## config.mk

```make
export PLATFORM = sky130hd
export DESIGN_NAME = pbs_entry_subsidiary
export DESIGN_NICKNAME = d
export VERILOG_FILES = /design/src/source/pbs_pkg.sv /design/src/source/glwe_loader.sv /design/src/source/glwe_ram.sv /design/src/source/mono_mult_acc.sv /design/src/source/decomp_balanced.sv /design/src/source/pbs_event_counter.sv /design/src/source/pbs_entry_subsidiary.sv
export SDC_FILE = /design/constraint.sdc
export NUM_CORES = 2
export LEC_CHECK = 0
export BUFFER_PORTS_ARGS = -buffer_cell sky130_fd_sc_hd__buf_4
export CAP_MARGIN = 5
export CORE_MARGIN = 2
export CORE_UTILIZATION = 63
export CTS_BUF_LIST = sky130_fd_sc_hd__clkbuf_16
export DETAILED_ROUTE_END_ITERATION = 8
export PLACE_DENSITY = 0.8
export SYNTH_ARGS = -nofsm -noshare
export SYNTH_HDL_FRONTEND = slang
export SYNTH_SLANG_ARGS = --single-unit
```

## constraint.sdc

```tcl
create_clock -name clk -period 7.4 [get_ports clk]
set_input_delay 2.22 -clock clk [delete_from_list [all_inputs] [get_ports clk]]
set_output_delay 2.22 -clock clk [all_outputs]
set_load 0.02 [all_outputs]
```

## src/source/pbs_pkg.sv

```systemverilog
// Shared sizes and types for the bootstrap entry side
// Imported by every RTL module that needs ring, slot, digit or counter widths

package pbs_pkg;

  // --------------------------------------------------------------------------
  // Ring and coefficient sizes
  // --------------------------------------------------------------------------
  localparam int POLY_N     = 16;
  localparam int COEF_IDX_W = 4;
  // Modulus is 2^COEF_W
  localparam int COEF_W     = 16;

  // GLWE slots, RAM address is {slot, coefficient index}
  localparam int SLOT_NB    = 4;
  localparam int SLOT_W     = 2;
  localparam int GRAM_ADD_W = SLOT_W + COEF_IDX_W;

  // Rotation covers 0 to 2N-1
  localparam int ROT_W      = COEF_IDX_W + 1;

  // --------------------------------------------------------------------------
  // Decomposition
  // --------------------------------------------------------------------------
  localparam int PBS_B_W    = 4;
  localparam int PBS_L      = 2;
  // Two's complement digit
  localparam int DIGIT_W    = PBS_B_W + 1;
  localparam int LVL_W      = $clog2(PBS_L);
  localparam int KEPT_W     = PBS_L * PBS_B_W;
  localparam int DROP_W     = COEF_W - KEPT_W;

  localparam int PBS_ID_W   = 4;

  // Feed FSM encoding
  localparam int               FEED_ST_W = 2;
  localparam [FEED_ST_W-1:0]   FEED_IDLE = 2'd0;
  localparam [FEED_ST_W-1:0]   FEED_ROT  = 2'd1;
  localparam [FEED_ST_W-1:0]   FEED_OUT  = 2'd2;

  // Status
  localparam int CNT_W         = 8;
  localparam int ERR_W         = 4;
  // Feed on a slot that was never loaded
  localparam int ERR_FEED_SLOT = 0;

  // Coefficient seen either whole or split for rounding
  typedef struct packed {
    logic [KEPT_W-1:0] kept;
    logic [DROP_W-1:0] dropped;
  } coef_split_t;

  typedef union packed {
    logic [COEF_W-1:0] coef;
    coef_split_t       split;
  } coef_u;

endpackage

```

## src/source/glwe_loader.sv

```systemverilog
// GLWE load engine
// Takes a slot command, then writes POLY_N streamed coefficients into the
// GLWE RAM and flags the slot as loaded

`timescale 1ns/1ps

module glwe_loader
  import pbs_pkg::*;
(
  input  logic                  clk,
  input  logic                  s_rst_n,

  input  logic                  ldg_cmd_vld,
  output logic                  ldg_cmd_rdy,
  input  logic [SLOT_W-1:0]     ldg_cmd_slot,

  input  logic                  ldg_data_vld,
  output logic                  ldg_data_rdy,
  input  logic [COEF_W-1:0]     ldg_data,

  output logic                  gram_wr_en,
  output logic [GRAM_ADD_W-1:0] gram_wr_add,
  output logic [COEF_W-1:0]     gram_wr_data,

  output logic                  ldg_done,
  output logic [SLOT_NB-1:0]    slot_loaded
);

  logic                  loading;
  logic [SLOT_W-1:0]     slot_q;
  logic [COEF_IDX_W-1:0] idx;
  logic                  cmd_xfer;
  logic                  data_xfer;
  logic                  last_xfer;

  assign ldg_cmd_rdy  = ~loading;
  assign ldg_data_rdy = loading;

  assign cmd_xfer  = ldg_cmd_vld & ldg_cmd_rdy;
  assign data_xfer = ldg_data_vld & ldg_data_rdy;
  assign last_xfer = data_xfer & (idx == COEF_IDX_W'(POLY_N - 1));

  // Write straight through in the transfer cycle
  assign gram_wr_en   = data_xfer;
  assign gram_wr_add  = {slot_q, idx};
  assign gram_wr_data = ldg_data;

  // --------------------------------------------------------------------------
  // Idle / loading FSM
  // --------------------------------------------------------------------------
  always_ff @(posedge clk) begin
    if (!s_rst_n) begin
      loading     <= 1'b0;
      idx         <= '0;
      ldg_done    <= 1'b0;
      slot_loaded <= '0;
    end else begin
      ldg_done <= last_xfer;
      if (cmd_xfer) begin
        loading <= 1'b1;
        idx     <= '0;
      end else if (data_xfer) begin
        idx <= idx + 1'b1;
        if (last_xfer) begin
          loading             <= 1'b0;
          slot_loaded[slot_q] <= 1'b1;
        end
      end
    end
  end

  always_ff @(posedge clk) begin
    if (cmd_xfer) begin
      slot_q <= ldg_cmd_slot;
    end
  end

endmodule

```

## src/source/glwe_ram.sv

```systemverilog
// GLWE coefficient memory, four slots of POLY_N words
// One write port, one read port with a single cycle of read latency

`timescale 1ns/1ps

module glwe_ram
  import pbs_pkg::*;
(
  input  logic                  clk,

  input  logic                  wr_en,
  input  logic [GRAM_ADD_W-1:0] wr_add,
  input  logic [COEF_W-1:0]     wr_data,

  input  logic                  rd_en,
  input  logic [GRAM_ADD_W-1:0] rd_add,
  output logic [COEF_W-1:0]     rd_data
);

  logic [COEF_W-1:0] mem [0:(1 << GRAM_ADD_W)-1];

  always_ff @(posedge clk) begin
    if (wr_en) begin
      mem[wr_add] <= wr_data;
    end
  end

  // Registered read
  always_ff @(posedge clk) begin
    if (rd_en) begin
      rd_data <= mem[rd_add];
    end
  end

endmodule

```

## src/source/mono_mult_acc.sv

```systemverilog
// Monomial multiply-accumulate
// Multiplies a stored slot by X^rot in the negacyclic ring, overwrites or adds
// into the accumulator, and streams the accumulator out on a last command

`timescale 1ns/1ps

module mono_mult_acc
  import pbs_pkg::*;
(
  input  logic                  clk,
  input  logic                  s_rst_n,

  input  logic                  feed_cmd_vld,
  output logic                  feed_cmd_rdy,
  input  logic [SLOT_W-1:0]     feed_cmd_slot,
  input  logic [ROT_W-1:0]      feed_cmd_rot,
  input  logic                  feed_cmd_first,
  input  logic                  feed_cmd_last,
  input  logic [PBS_ID_W-1:0]   feed_cmd_pbs_id,
  output logic                  feed_ack,
  output logic                  feed_slot_error,

  output logic                  gram_rd_en,
  output logic [GRAM_ADD_W-1:0] gram_rd_add,
  input  logic [COEF_W-1:0]     gram_rd_data,
  input  logic [SLOT_NB-1:0]    slot_loaded,

  output logic                  acc_decomp_vld,
  input  logic                  acc_decomp_rdy,
  output logic [COEF_W-1:0]     acc_decomp_coef,
  output logic                  acc_decomp_last,
  output logic [PBS_ID_W-1:0]   acc_decomp_pbs_id
);

  logic [FEED_ST_W-1:0]  state;
  logic [COEF_IDX_W:0]   cnt;
  logic                  cmd_xfer;
  logic                  rot_end;
  logic                  out_xfer;

  // Command fields held for the whole command
  logic [SLOT_W-1:0]     slot_q;
  logic [ROT_W-1:0]      rot_q;
  logic                  first_q;
  logic                  last_q;
  logic [PBS_ID_W-1:0]   pbs_id_q;

  // Read pipeline, aligned with gram_rd_data
  logic                  rd_vld_q;
  logic [COEF_IDX_W-1:0] rd_idx_q;
  logic [ROT_W-1:0]      pos;
  logic [COEF_IDX_W-1:0] dest;
  logic [COEF_W-1:0]     rot_val;

  logic [COEF_W-1:0]     acc [0:POLY_N-1];

  assign feed_cmd_rdy = (state == FEED_IDLE);
  assign cmd_xfer     = feed_cmd_vld & feed_cmd_rdy;
  assign rot_end      = (state == FEED_ROT) && (cnt == (COEF_IDX_W + 1)'(POLY_N));

  // One read per cycle, the extra rotate cycle drains the RAM latency
  assign gram_rd_en  = (state == FEED_ROT) && !cnt[COEF_IDX_W];
  assign gram_rd_add = {slot_q, cnt[COEF_IDX_W-1:0]};

  // --------------------------------------------------------------------------
  // Negacyclic destination, position wraps modulo 2N
  // --------------------------------------------------------------------------
  assign pos     = ROT_W'(rd_idx_q) + rot_q;
  assign dest    = pos[COEF_IDX_W-1:0];
  assign rot_val = pos[ROT_W-1] ? -gram_rd_data : gram_rd_data;

  always_ff @(posedge clk) begin
    if (rd_vld_q) begin
      acc[dest] <= first_q ? rot_val : acc[dest] + rot_val;
    end
  end

  // Output stream in index order
  assign acc_decomp_vld    = (state == FEED_OUT);
  assign acc_decomp_coef   = acc[cnt[COEF_IDX_W-1:0]];
  assign acc_decomp_last   = (cnt[COEF_IDX_W-1:0] == COEF_IDX_W'(POLY_N - 1));
  assign acc_decomp_pbs_id = pbs_id_q;
  assign out_xfer          = acc_decomp_vld & acc_decomp_rdy;

  // --------------------------------------------------------------------------
  // Feed FSM
  // --------------------------------------------------------------------------
  always_ff @(posedge clk) begin
    if (!s_rst_n) begin
      state           <= FEED_IDLE;
      cnt             <= '0;
      rd_vld_q        <= 1'b0;
      feed_ack        <= 1'b0;
      feed_slot_error <= 1'b0;
    end else begin
      rd_vld_q        <= gram_rd_en;
      feed_ack        <= 1'b0;
      feed_slot_error <= cmd_xfer & ~slot_loaded[feed_cmd_slot];
      case (state)
        FEED_IDLE: begin
          if (cmd_xfer) begin
            state <= FEED_ROT;
            cnt   <= '0;
          end
        end
        FEED_ROT: begin
          cnt <= cnt + 1'b1;
          if (rot_end) begin
            cnt <= '0;
            if (last_q) begin
              state <= FEED_OUT;
            end else begin
              state    <= FEED_IDLE;
              feed_ack <= 1'b1;
            end
          end
        end
        FEED_OUT: begin
          if (out_xfer) begin
            cnt <= cnt + 1'b1;
            if (acc_decomp_last) begin
              state    <= FEED_IDLE;
              feed_ack <= 1'b1;
            end
          end
        end
        default: state <= FEED_IDLE;
      endcase
    end
  end

  always_ff @(posedge clk) begin
    rd_idx_q <= cnt[COEF_IDX_W-1:0];
    if (cmd_xfer) begin
      slot_q   <= feed_cmd_slot;
      rot_q    <= feed_cmd_rot;
      first_q  <= feed_cmd_first;
      last_q   <= feed_cmd_last;
      pbs_id_q <= feed_cmd_pbs_id;
    end
  end

endmodule

```

## src/source/decomp_balanced.sv

```systemverilog
// Balanced decomposition of accumulator coefficients
// Rounds each coefficient to its top PBS_L*PBS_B_W bits and emits PBS_L
// signed digits to the NTT side, least significant level first

`timescale 1ns/1ps

module decomp_balanced
  import pbs_pkg::*;
(
  input  logic                clk,
  input  logic                s_rst_n,

  input  logic                acc_decomp_vld,
  output logic                acc_decomp_rdy,
  input  logic [COEF_W-1:0]   acc_decomp_coef,
  input  logic                acc_decomp_last,
  input  logic [PBS_ID_W-1:0] acc_decomp_pbs_id,

  output logic                decomp_ntt_vld,
  input  logic                decomp_ntt_rdy,
  output logic [DIGIT_W-1:0]  decomp_ntt_data,
  output logic                decomp_ntt_sol,
  output logic                decomp_ntt_eol,
  output logic                decomp_ntt_eob,
  output logic [PBS_ID_W-1:0] decomp_ntt_pbs_id
);

  coef_u                           coef_in;
  logic [KEPT_W-1:0]               rnd;
  logic [PBS_L-1:0][DIGIT_W-1:0]   digit_d;
  logic [PBS_L-1:0][DIGIT_W-1:0]   digit_q;
  logic                            eob_q;
  logic [PBS_ID_W-1:0]             pbs_id_q;

  logic                            pend;
  logic [LVL_W-1:0]                lvl;
  logic                            in_xfer;
  logic                            out_xfer;
  logic                            lvl_last;

  // --------------------------------------------------------------------------
  // Rounding, kept part plus the top dropped bit
  // --------------------------------------------------------------------------
  assign coef_in.coef = acc_decomp_coef;
  assign rnd          = coef_in.split.kept + KEPT_W'(coef_in.split.dropped[DROP_W-1]);

  // Nibble of 8 or more goes negative and carries into the next level
  always_comb begin : digit_calc
    logic [PBS_B_W-1:0] nib;
    logic               carry;
    carry = 1'b0;
    for (int l = 0; l < PBS_L; l++) begin
      nib        = rnd[l*PBS_B_W +: PBS_B_W] + PBS_B_W'(carry);
      digit_d[l] = {nib[PBS_B_W-1], nib};
      carry      = nib[PBS_B_W-1];
    end
  end

  assign acc_decomp_rdy = ~pend;
  assign in_xfer        = acc_decomp_vld & acc_decomp_rdy;
  assign out_xfer       = decomp_ntt_vld & decomp_ntt_rdy;
  assign lvl_last       = (lvl == LVL_W'(PBS_L - 1));

  assign decomp_ntt_vld    = pend;
  assign decomp_ntt_data   = digit_q[lvl];
  assign decomp_ntt_sol    = (lvl == '0);
  assign decomp_ntt_eol    = lvl_last;
  assign decomp_ntt_eob    = eob_q;
  assign decomp_ntt_pbs_id = pbs_id_q;

  always_ff @(posedge clk) begin
    if (!s_rst_n) begin
      pend <= 1'b0;
      lvl  <= '0;
    end else if (in_xfer) begin
      pend <= 1'b1;
      lvl  <= '0;
    end else if (out_xfer) begin
      if (lvl_last) begin
        pend <= 1'b0;
        lvl  <= '0;
      end else begin
        lvl <= lvl + 1'b1;
      end
    end
  end

  // Digits stay put until the next accepted coefficient
  always_ff @(posedge clk) begin
    if (in_xfer) begin
      digit_q  <= digit_d;
      eob_q    <= acc_decomp_last;
      pbs_id_q <= acc_decomp_pbs_id;
    end
  end

endmodule

```

## src/source/pbs_event_counter.sv

```systemverilog
// Status block for the entry side
// Counts completed loads and feeds, keeps sticky error flags until reset

`timescale 1ns/1ps

module pbs_event_counter
  import pbs_pkg::*;
(
  input  logic             clk,
  input  logic             s_rst_n,

  input  logic             ldg_done,
  input  logic             feed_ack,
  input  logic             feed_slot_error,

  output logic [CNT_W-1:0] load_count,
  output logic [CNT_W-1:0] feed_count,
  output logic [ERR_W-1:0] error_flags
);

  // Counters wrap
  always_ff @(posedge clk) begin
    if (!s_rst_n) begin
      load_count <= '0;
      feed_count <= '0;
    end else begin
      if (ldg_done) begin
        load_count <= load_count + 1'b1;
      end
      if (feed_ack) begin
        feed_count <= feed_count + 1'b1;
      end
    end
  end

  // Sticky, unused bits stay at 0
  always_ff @(posedge clk) begin
    if (!s_rst_n) begin
      error_flags <= '0;
    end else if (feed_slot_error) begin
      error_flags[ERR_FEED_SLOT] <= 1'b1;
    end
  end

endmodule

```

## src/source/pbs_entry_subsidiary.sv

```systemverilog
// Entry side of the bootstrap processing element
// Loader, GLWE RAM, monomial multiply-accumulate, decomposer and status counters

`timescale 1ns/1ps

module pbs_entry_subsidiary
  import pbs_pkg::*;
(
  input  logic                clk,
  input  logic                s_rst_n,

  input  logic                ldg_cmd_vld,
  output logic                ldg_cmd_rdy,
  input  logic [SLOT_W-1:0]   ldg_cmd_slot,
  input  logic                ldg_data_vld,
  output logic                ldg_data_rdy,
  input  logic [COEF_W-1:0]   ldg_data,
  output logic                ldg_done,

  input  logic                feed_cmd_vld,
  output logic                feed_cmd_rdy,
  input  logic [SLOT_W-1:0]   feed_cmd_slot,
  input  logic [ROT_W-1:0]    feed_cmd_rot,
  input  logic                feed_cmd_first,
  input  logic                feed_cmd_last,
  input  logic [PBS_ID_W-1:0] feed_cmd_pbs_id,
  output logic                feed_ack,

  output logic                decomp_ntt_vld,
  input  logic                decomp_ntt_rdy,
  output logic [DIGIT_W-1:0]  decomp_ntt_data,
  output logic                decomp_ntt_sol,
  output logic                decomp_ntt_eol,
  output logic                decomp_ntt_eob,
  output logic [PBS_ID_W-1:0] decomp_ntt_pbs_id,

  output logic [CNT_W-1:0]    load_count,
  output logic [CNT_W-1:0]    feed_count,
  output logic [ERR_W-1:0]    error_flags
);

  // --------------------------------------------------------------------------
  // Internal connections
  // --------------------------------------------------------------------------
  logic                  gram_wr_en;
  logic [GRAM_ADD_W-1:0] gram_wr_add;
  logic [COEF_W-1:0]     gram_wr_data;
  logic                  gram_rd_en;
  logic [GRAM_ADD_W-1:0] gram_rd_add;
  logic [COEF_W-1:0]     gram_rd_data;
  logic [SLOT_NB-1:0]    slot_loaded;
  logic                  feed_slot_error;

  logic                  acc_decomp_vld;
  logic                  acc_decomp_rdy;
  logic [COEF_W-1:0]     acc_decomp_coef;
  logic                  acc_decomp_last;
  logic [PBS_ID_W-1:0]   acc_decomp_pbs_id;

  glwe_loader glwe_loader (
    .clk          (clk),
    .s_rst_n      (s_rst_n),
    .ldg_cmd_vld  (ldg_cmd_vld),
    .ldg_cmd_rdy  (ldg_cmd_rdy),
    .ldg_cmd_slot (ldg_cmd_slot),
    .ldg_data_vld (ldg_data_vld),
    .ldg_data_rdy (ldg_data_rdy),
    .ldg_data     (ldg_data),
    .gram_wr_en   (gram_wr_en),
    .gram_wr_add  (gram_wr_add),
    .gram_wr_data (gram_wr_data),
    .ldg_done     (ldg_done),
    .slot_loaded  (slot_loaded)
  );

  glwe_ram glwe_ram (
    .clk     (clk),
    .wr_en   (gram_wr_en),
    .wr_add  (gram_wr_add),
    .wr_data (gram_wr_data),
    .rd_en   (gram_rd_en),
    .rd_add  (gram_rd_add),
    .rd_data (gram_rd_data)
  );

  mono_mult_acc mono_mult_acc (
    .clk               (clk),
    .s_rst_n           (s_rst_n),
    .feed_cmd_vld      (feed_cmd_vld),
    .feed_cmd_rdy      (feed_cmd_rdy),
    .feed_cmd_slot     (feed_cmd_slot),
    .feed_cmd_rot      (feed_cmd_rot),
    .feed_cmd_first    (feed_cmd_first),
    .feed_cmd_last     (feed_cmd_last),
    .feed_cmd_pbs_id   (feed_cmd_pbs_id),
    .feed_ack          (feed_ack),
    .feed_slot_error   (feed_slot_error),
    .gram_rd_en        (gram_rd_en),
    .gram_rd_add       (gram_rd_add),
    .gram_rd_data      (gram_rd_data),
    .slot_loaded       (slot_loaded),
    .acc_decomp_vld    (acc_decomp_vld),
    .acc_decomp_rdy    (acc_decomp_rdy),
    .acc_decomp_coef   (acc_decomp_coef),
    .acc_decomp_last   (acc_decomp_last),
    .acc_decomp_pbs_id (acc_decomp_pbs_id)
  );

  decomp_balanced decomp_balanced (
    .clk               (clk),
    .s_rst_n           (s_rst_n),
    .acc_decomp_vld    (acc_decomp_vld),
    .acc_decomp_rdy    (acc_decomp_rdy),
    .acc_decomp_coef   (acc_decomp_coef),
    .acc_decomp_last   (acc_decomp_last),
    .acc_decomp_pbs_id (acc_decomp_pbs_id),
    .decomp_ntt_vld    (decomp_ntt_vld),
    .decomp_ntt_rdy    (decomp_ntt_rdy),
    .decomp_ntt_data   (decomp_ntt_data),
    .decomp_ntt_sol    (decomp_ntt_sol),
    .decomp_ntt_eol    (decomp_ntt_eol),
    .decomp_ntt_eob    (decomp_ntt_eob),
    .decomp_ntt_pbs_id (decomp_ntt_pbs_id)
  );

  pbs_event_counter pbs_event_counter (
    .clk             (clk),
    .s_rst_n         (s_rst_n),
    .ldg_done        (ldg_done),
    .feed_ack        (feed_ack),
    .feed_slot_error (feed_slot_error),
    .load_count      (load_count),
    .feed_count      (feed_count),
    .error_flags     (error_flags)
  );

endmodule

```

==> reports/metrics.cfg <==
[setup_path]
cp-end-kind = flip-flop
crit_path_max_incr_delay_ps = 1160
r2r-start = mono_mult_acc.rot_q[0]
path_class = flip-flop to flip-flop
cp_data_arrival_time_ps = 6430
rrSetupSlack_ps = 1370
rr_worst_depth = 13
cp_max_fo = 34
r2r_end = mono_mult_acc.acc[14][15]
crit_buf_inv = 1
crit_required_ps = 7800
crit_start = mono_mult_acc.rot_q[0]
crit_path_top_delay_cell = fa_2
critPathLaunchType = flip-flop
crit_family = adder cells
crit_cells = 13
crit_path_end = mono_mult_acc.acc[14][15]
path_cells = ha_4 -> fa_2 -> buf_4 -> mux4_2 -> mux4_2 -> ha_1 -> a21o_1 -> a21o_1 -> a22o_1 -> o31ai_1 -> or2_2 -> a21oi_1 -> xnor2_1

[cells_and_area]
finalNonFillerCells = 3904
nFillCells = 4633
drive_above_1_share = 0.307
area_growth_pct = 11.6
stdcell_area_um2 = 61200
finish.utilization = 0.707
nNetsFinal = 2717

[routing]
vias = 27900
viasPerCell = 7.16
drc = 0
wl_um = 141000
avgRoutedWirePerCell_um = 36.1
drt_first_pass_iters = 6
dr.first_iter.drc_count = 4134
ant_nets = 0

[grt]
grt_max_degree = 139
grt_pass1_vias = 28800
grt-ovfl-total = 0
antenna_found_initial = 8
grt_pass1_wl_um = 204000
grt_use_total = 0.324

[clocking]
numCtsBuffers = 132
clock_path_buffers = 3
post_cts_resized = 0
cts_sinks = 1371
insertion_delay_ps = 770
cts.clk_slew.worst_paths_ps = 70
cts_root_buf = clkbuf_16
cts_tree = done
htreeDepth = 4
cts_hold_buf = 0
cts_setup_buffers = 0

[floorplanning]
die_h_um = 299
fp.dieW_um = 299
num_rows = 108
dieArea_um2 = 89400
core-area_um2 = 86500
start_util = 0.634
ios = 75

[placed_design]
place_area_um2 = 57000
gp_congestion = 0.852
place_hpwl_um = 74600
io_buffers = 71
dp.cells = 3666

[logic_synthesis]
ys_warn_count = 0
ys_async_sr_fraction = 0
ys.flop_type = edfxtp_1
ys_types = 66
synth-seq-cells = 1371
netlist_area_um2 = 54800
synth-edff-count = 1324
synth_cells = 2467
postSynthAreaPerCell_um2 = 22.2
ys_seq_area_frac = 0.743

[timing]
period_minus_slack_ps = 6030
rsz0062_at_grt = false
fmax_mhz = 166
setup_viol = 0
report.final.hold_viol_count = 0
slew_viol_final = 0
tns_ps = 0
min_period_over_period = 0.815
worst_pin_slew_ps = 1220
skew_ps = 30.5
relSlewSlack = 0.186

[power_and_ir_drop]
finalPower_mw = 19.7
powerDensity_nw_per_um2 = 322
peakVddDrop_mv = 0.411
p_leak_nw = 19.0

[run_status]
status = finished, final reports clean

[flow_run]
maxCapViolCount = 0

[min_path]
worstHoldPathType = flip-flop to flip-flop

area by class of cell:
type | count | area, µm² | area share
flip-flops and latches | 1371 | 40700 | 0.665
multi-input cells | 950 | 13500 | 0.220
clock buffers | 134 | 3350 | 0.0548
well taps | 1155 | 1450 | 0.0236
repair buffers | 172 | 1340 | 0.0219
clock inverters | 101 | 790 | 0.0129
inverters | 18 | 67.6 | 0.00110
diodes | 3 | 7.51 | 0.000123
kinds of logic (layout without fill, tap and decap cells):
logic type,count (synthesis),in the layout,share of synthesized area
AOI/OAI and AO/OA,108,108,0.0136
xor gates and xnor gates,48,48,0.00767
adders and majority gates,35,35,0.00826
buffers and inverters,148,425,0.0131
DFF,1371,1371,0.743
muxes,471,471,0.190
other,1,6,0.0000684
and+or+nand+nor,285,285,0.0247
registers in the layout, summed over array words and instances, names as in the netlist, 4 cells and up, named ones only:
name                               flops
glwe_ram.rd_data                      16
glwe_loader.slot_loaded                4
glwe_loader.idx                        4
mono_mult_acc.rot_q                    5
decomp_balanced.decomp_ntt_pbs_id      4
glwe_ram.mem                        1024
mono_mult_acc.rd_idx_q                 4
decomp_balanced.digit_q                8
mono_mult_acc.cnt                      5
pbs_event_counter.feed_count           8
mono_mult_acc.acc                    256
mono_mult_acc.acc_decomp_pbs_id        4
pbs_event_counter.load_count           8
synth_stat cells, drive strengths merged, types with 4 or more instances:
master	n	area share
a21o	7	0.00096
xor2	21	0.0034
nor3	6	0.00055
or3	8	0.00091
dfxtp	47	0.017
nand3b	7	0.00096
clkbuf	62	0.0042
nand3	12	0.0011
nand4	8	0.00091
edfxtp	1324	0.73
o21ai	25	0.0023
ha	33	0.0075
buf	68	0.0076
mux2i	9	0.0016
nand2	54	0.0037
xnor2	27	0.0043
mux4	453	0.19
a211oi	7	0.00096
mux2	9	0.0018
o21a	7	0.00096
nand2b	12	0.0014
o31ai	6	0.00082
a22oi	7	0.00096
a21oi	23	0.0022
nor3b	6	0.00082
and2	4	0.00046
nor2	130	0.0089
nor2b	10	0.0011
and3	9	0.0010
inv	18	0.0012
stage by stage:
step	worst slack, ps	hold slack [ps]
6_report	1370	416
5_1_grt	1150	425
4_1_cts	1280	418
3_5_place_dp	1400	408
3_3_place_gp	1640	408
2_1_floorplan	2140	329
report_power, final:
part	switching (mW)	leakage, nW	internal, mW
clock network	2.98	2.10	3.57
registers	0.131	12.3	9.23
logic	2.14	4.62	1.63
total	5.25	19.0	14.4
worst min path at each step:
stage / startpoint / to / slack [ps] / cells past startpoint
final: mono_mult_acc.acc_decomp_pbs_id[1] / decomp_balanced.decomp_ntt_pbs_id[1] / 420 / 0
after floorplan: mono_mult_acc.cnt[3] / mono_mult_acc.rd_idx_q[3] / 330 / 0
after CTS: mono_mult_acc.acc_decomp_pbs_id[2] / decomp_balanced.decomp_ntt_pbs_id[2] / 420 / 0
after detailed placement: mono_mult_acc.acc_decomp_pbs_id[0] / decomp_balanced.decomp_ntt_pbs_id[0] / 410 / 0
after global placement: mono_mult_acc.acc_decomp_pbs_id[1] / decomp_balanced.decomp_ntt_pbs_id[1] / 410 / 0
after global routing: mono_mult_acc.acc_decomp_pbs_id[1] / decomp_balanced.decomp_ntt_pbs_id[1] / 420 / 0
per-layer routing:
layer  up-vias  track usage  wire, µm
met3       481       0.0638     15100
met5         -            0        93
li1      10800            -         -
met2      2276        0.541     72200
met1     14400        0.415     45800
met4        14        0.157      7560
worst register-to-register path, cell delays in order (launching register included):
cell,delay [ps]
edfxtp_1,420
ha_4,190
fa_2,1160
buf_4,470
mux4_2,360
mux4_2,480
ha_1,370
a21o_1,210
a21o_1,200
a22o_1,210
o31ai_1,430
or2_2,190
a21oi_1,70
xnor2_1,900
cell usage in the layout, fill, tap and decap left out, types with 31 or more instances in the layout:
cell type / synthesis / layout
buf_4: 18 / 168
clkbuf_16: 0 / 134
clkinv_1: 0 / 31
dfxtp_1: 47 / 42
edfxtp_1: 1324 / 1324
ha_1: 33 / 32
inv_1: 17 / 41
mux4_2: 448 / 448
nand2_1: 53 / 53
nor2_1: 130 / 117
(Power assumes the default switching activity.)
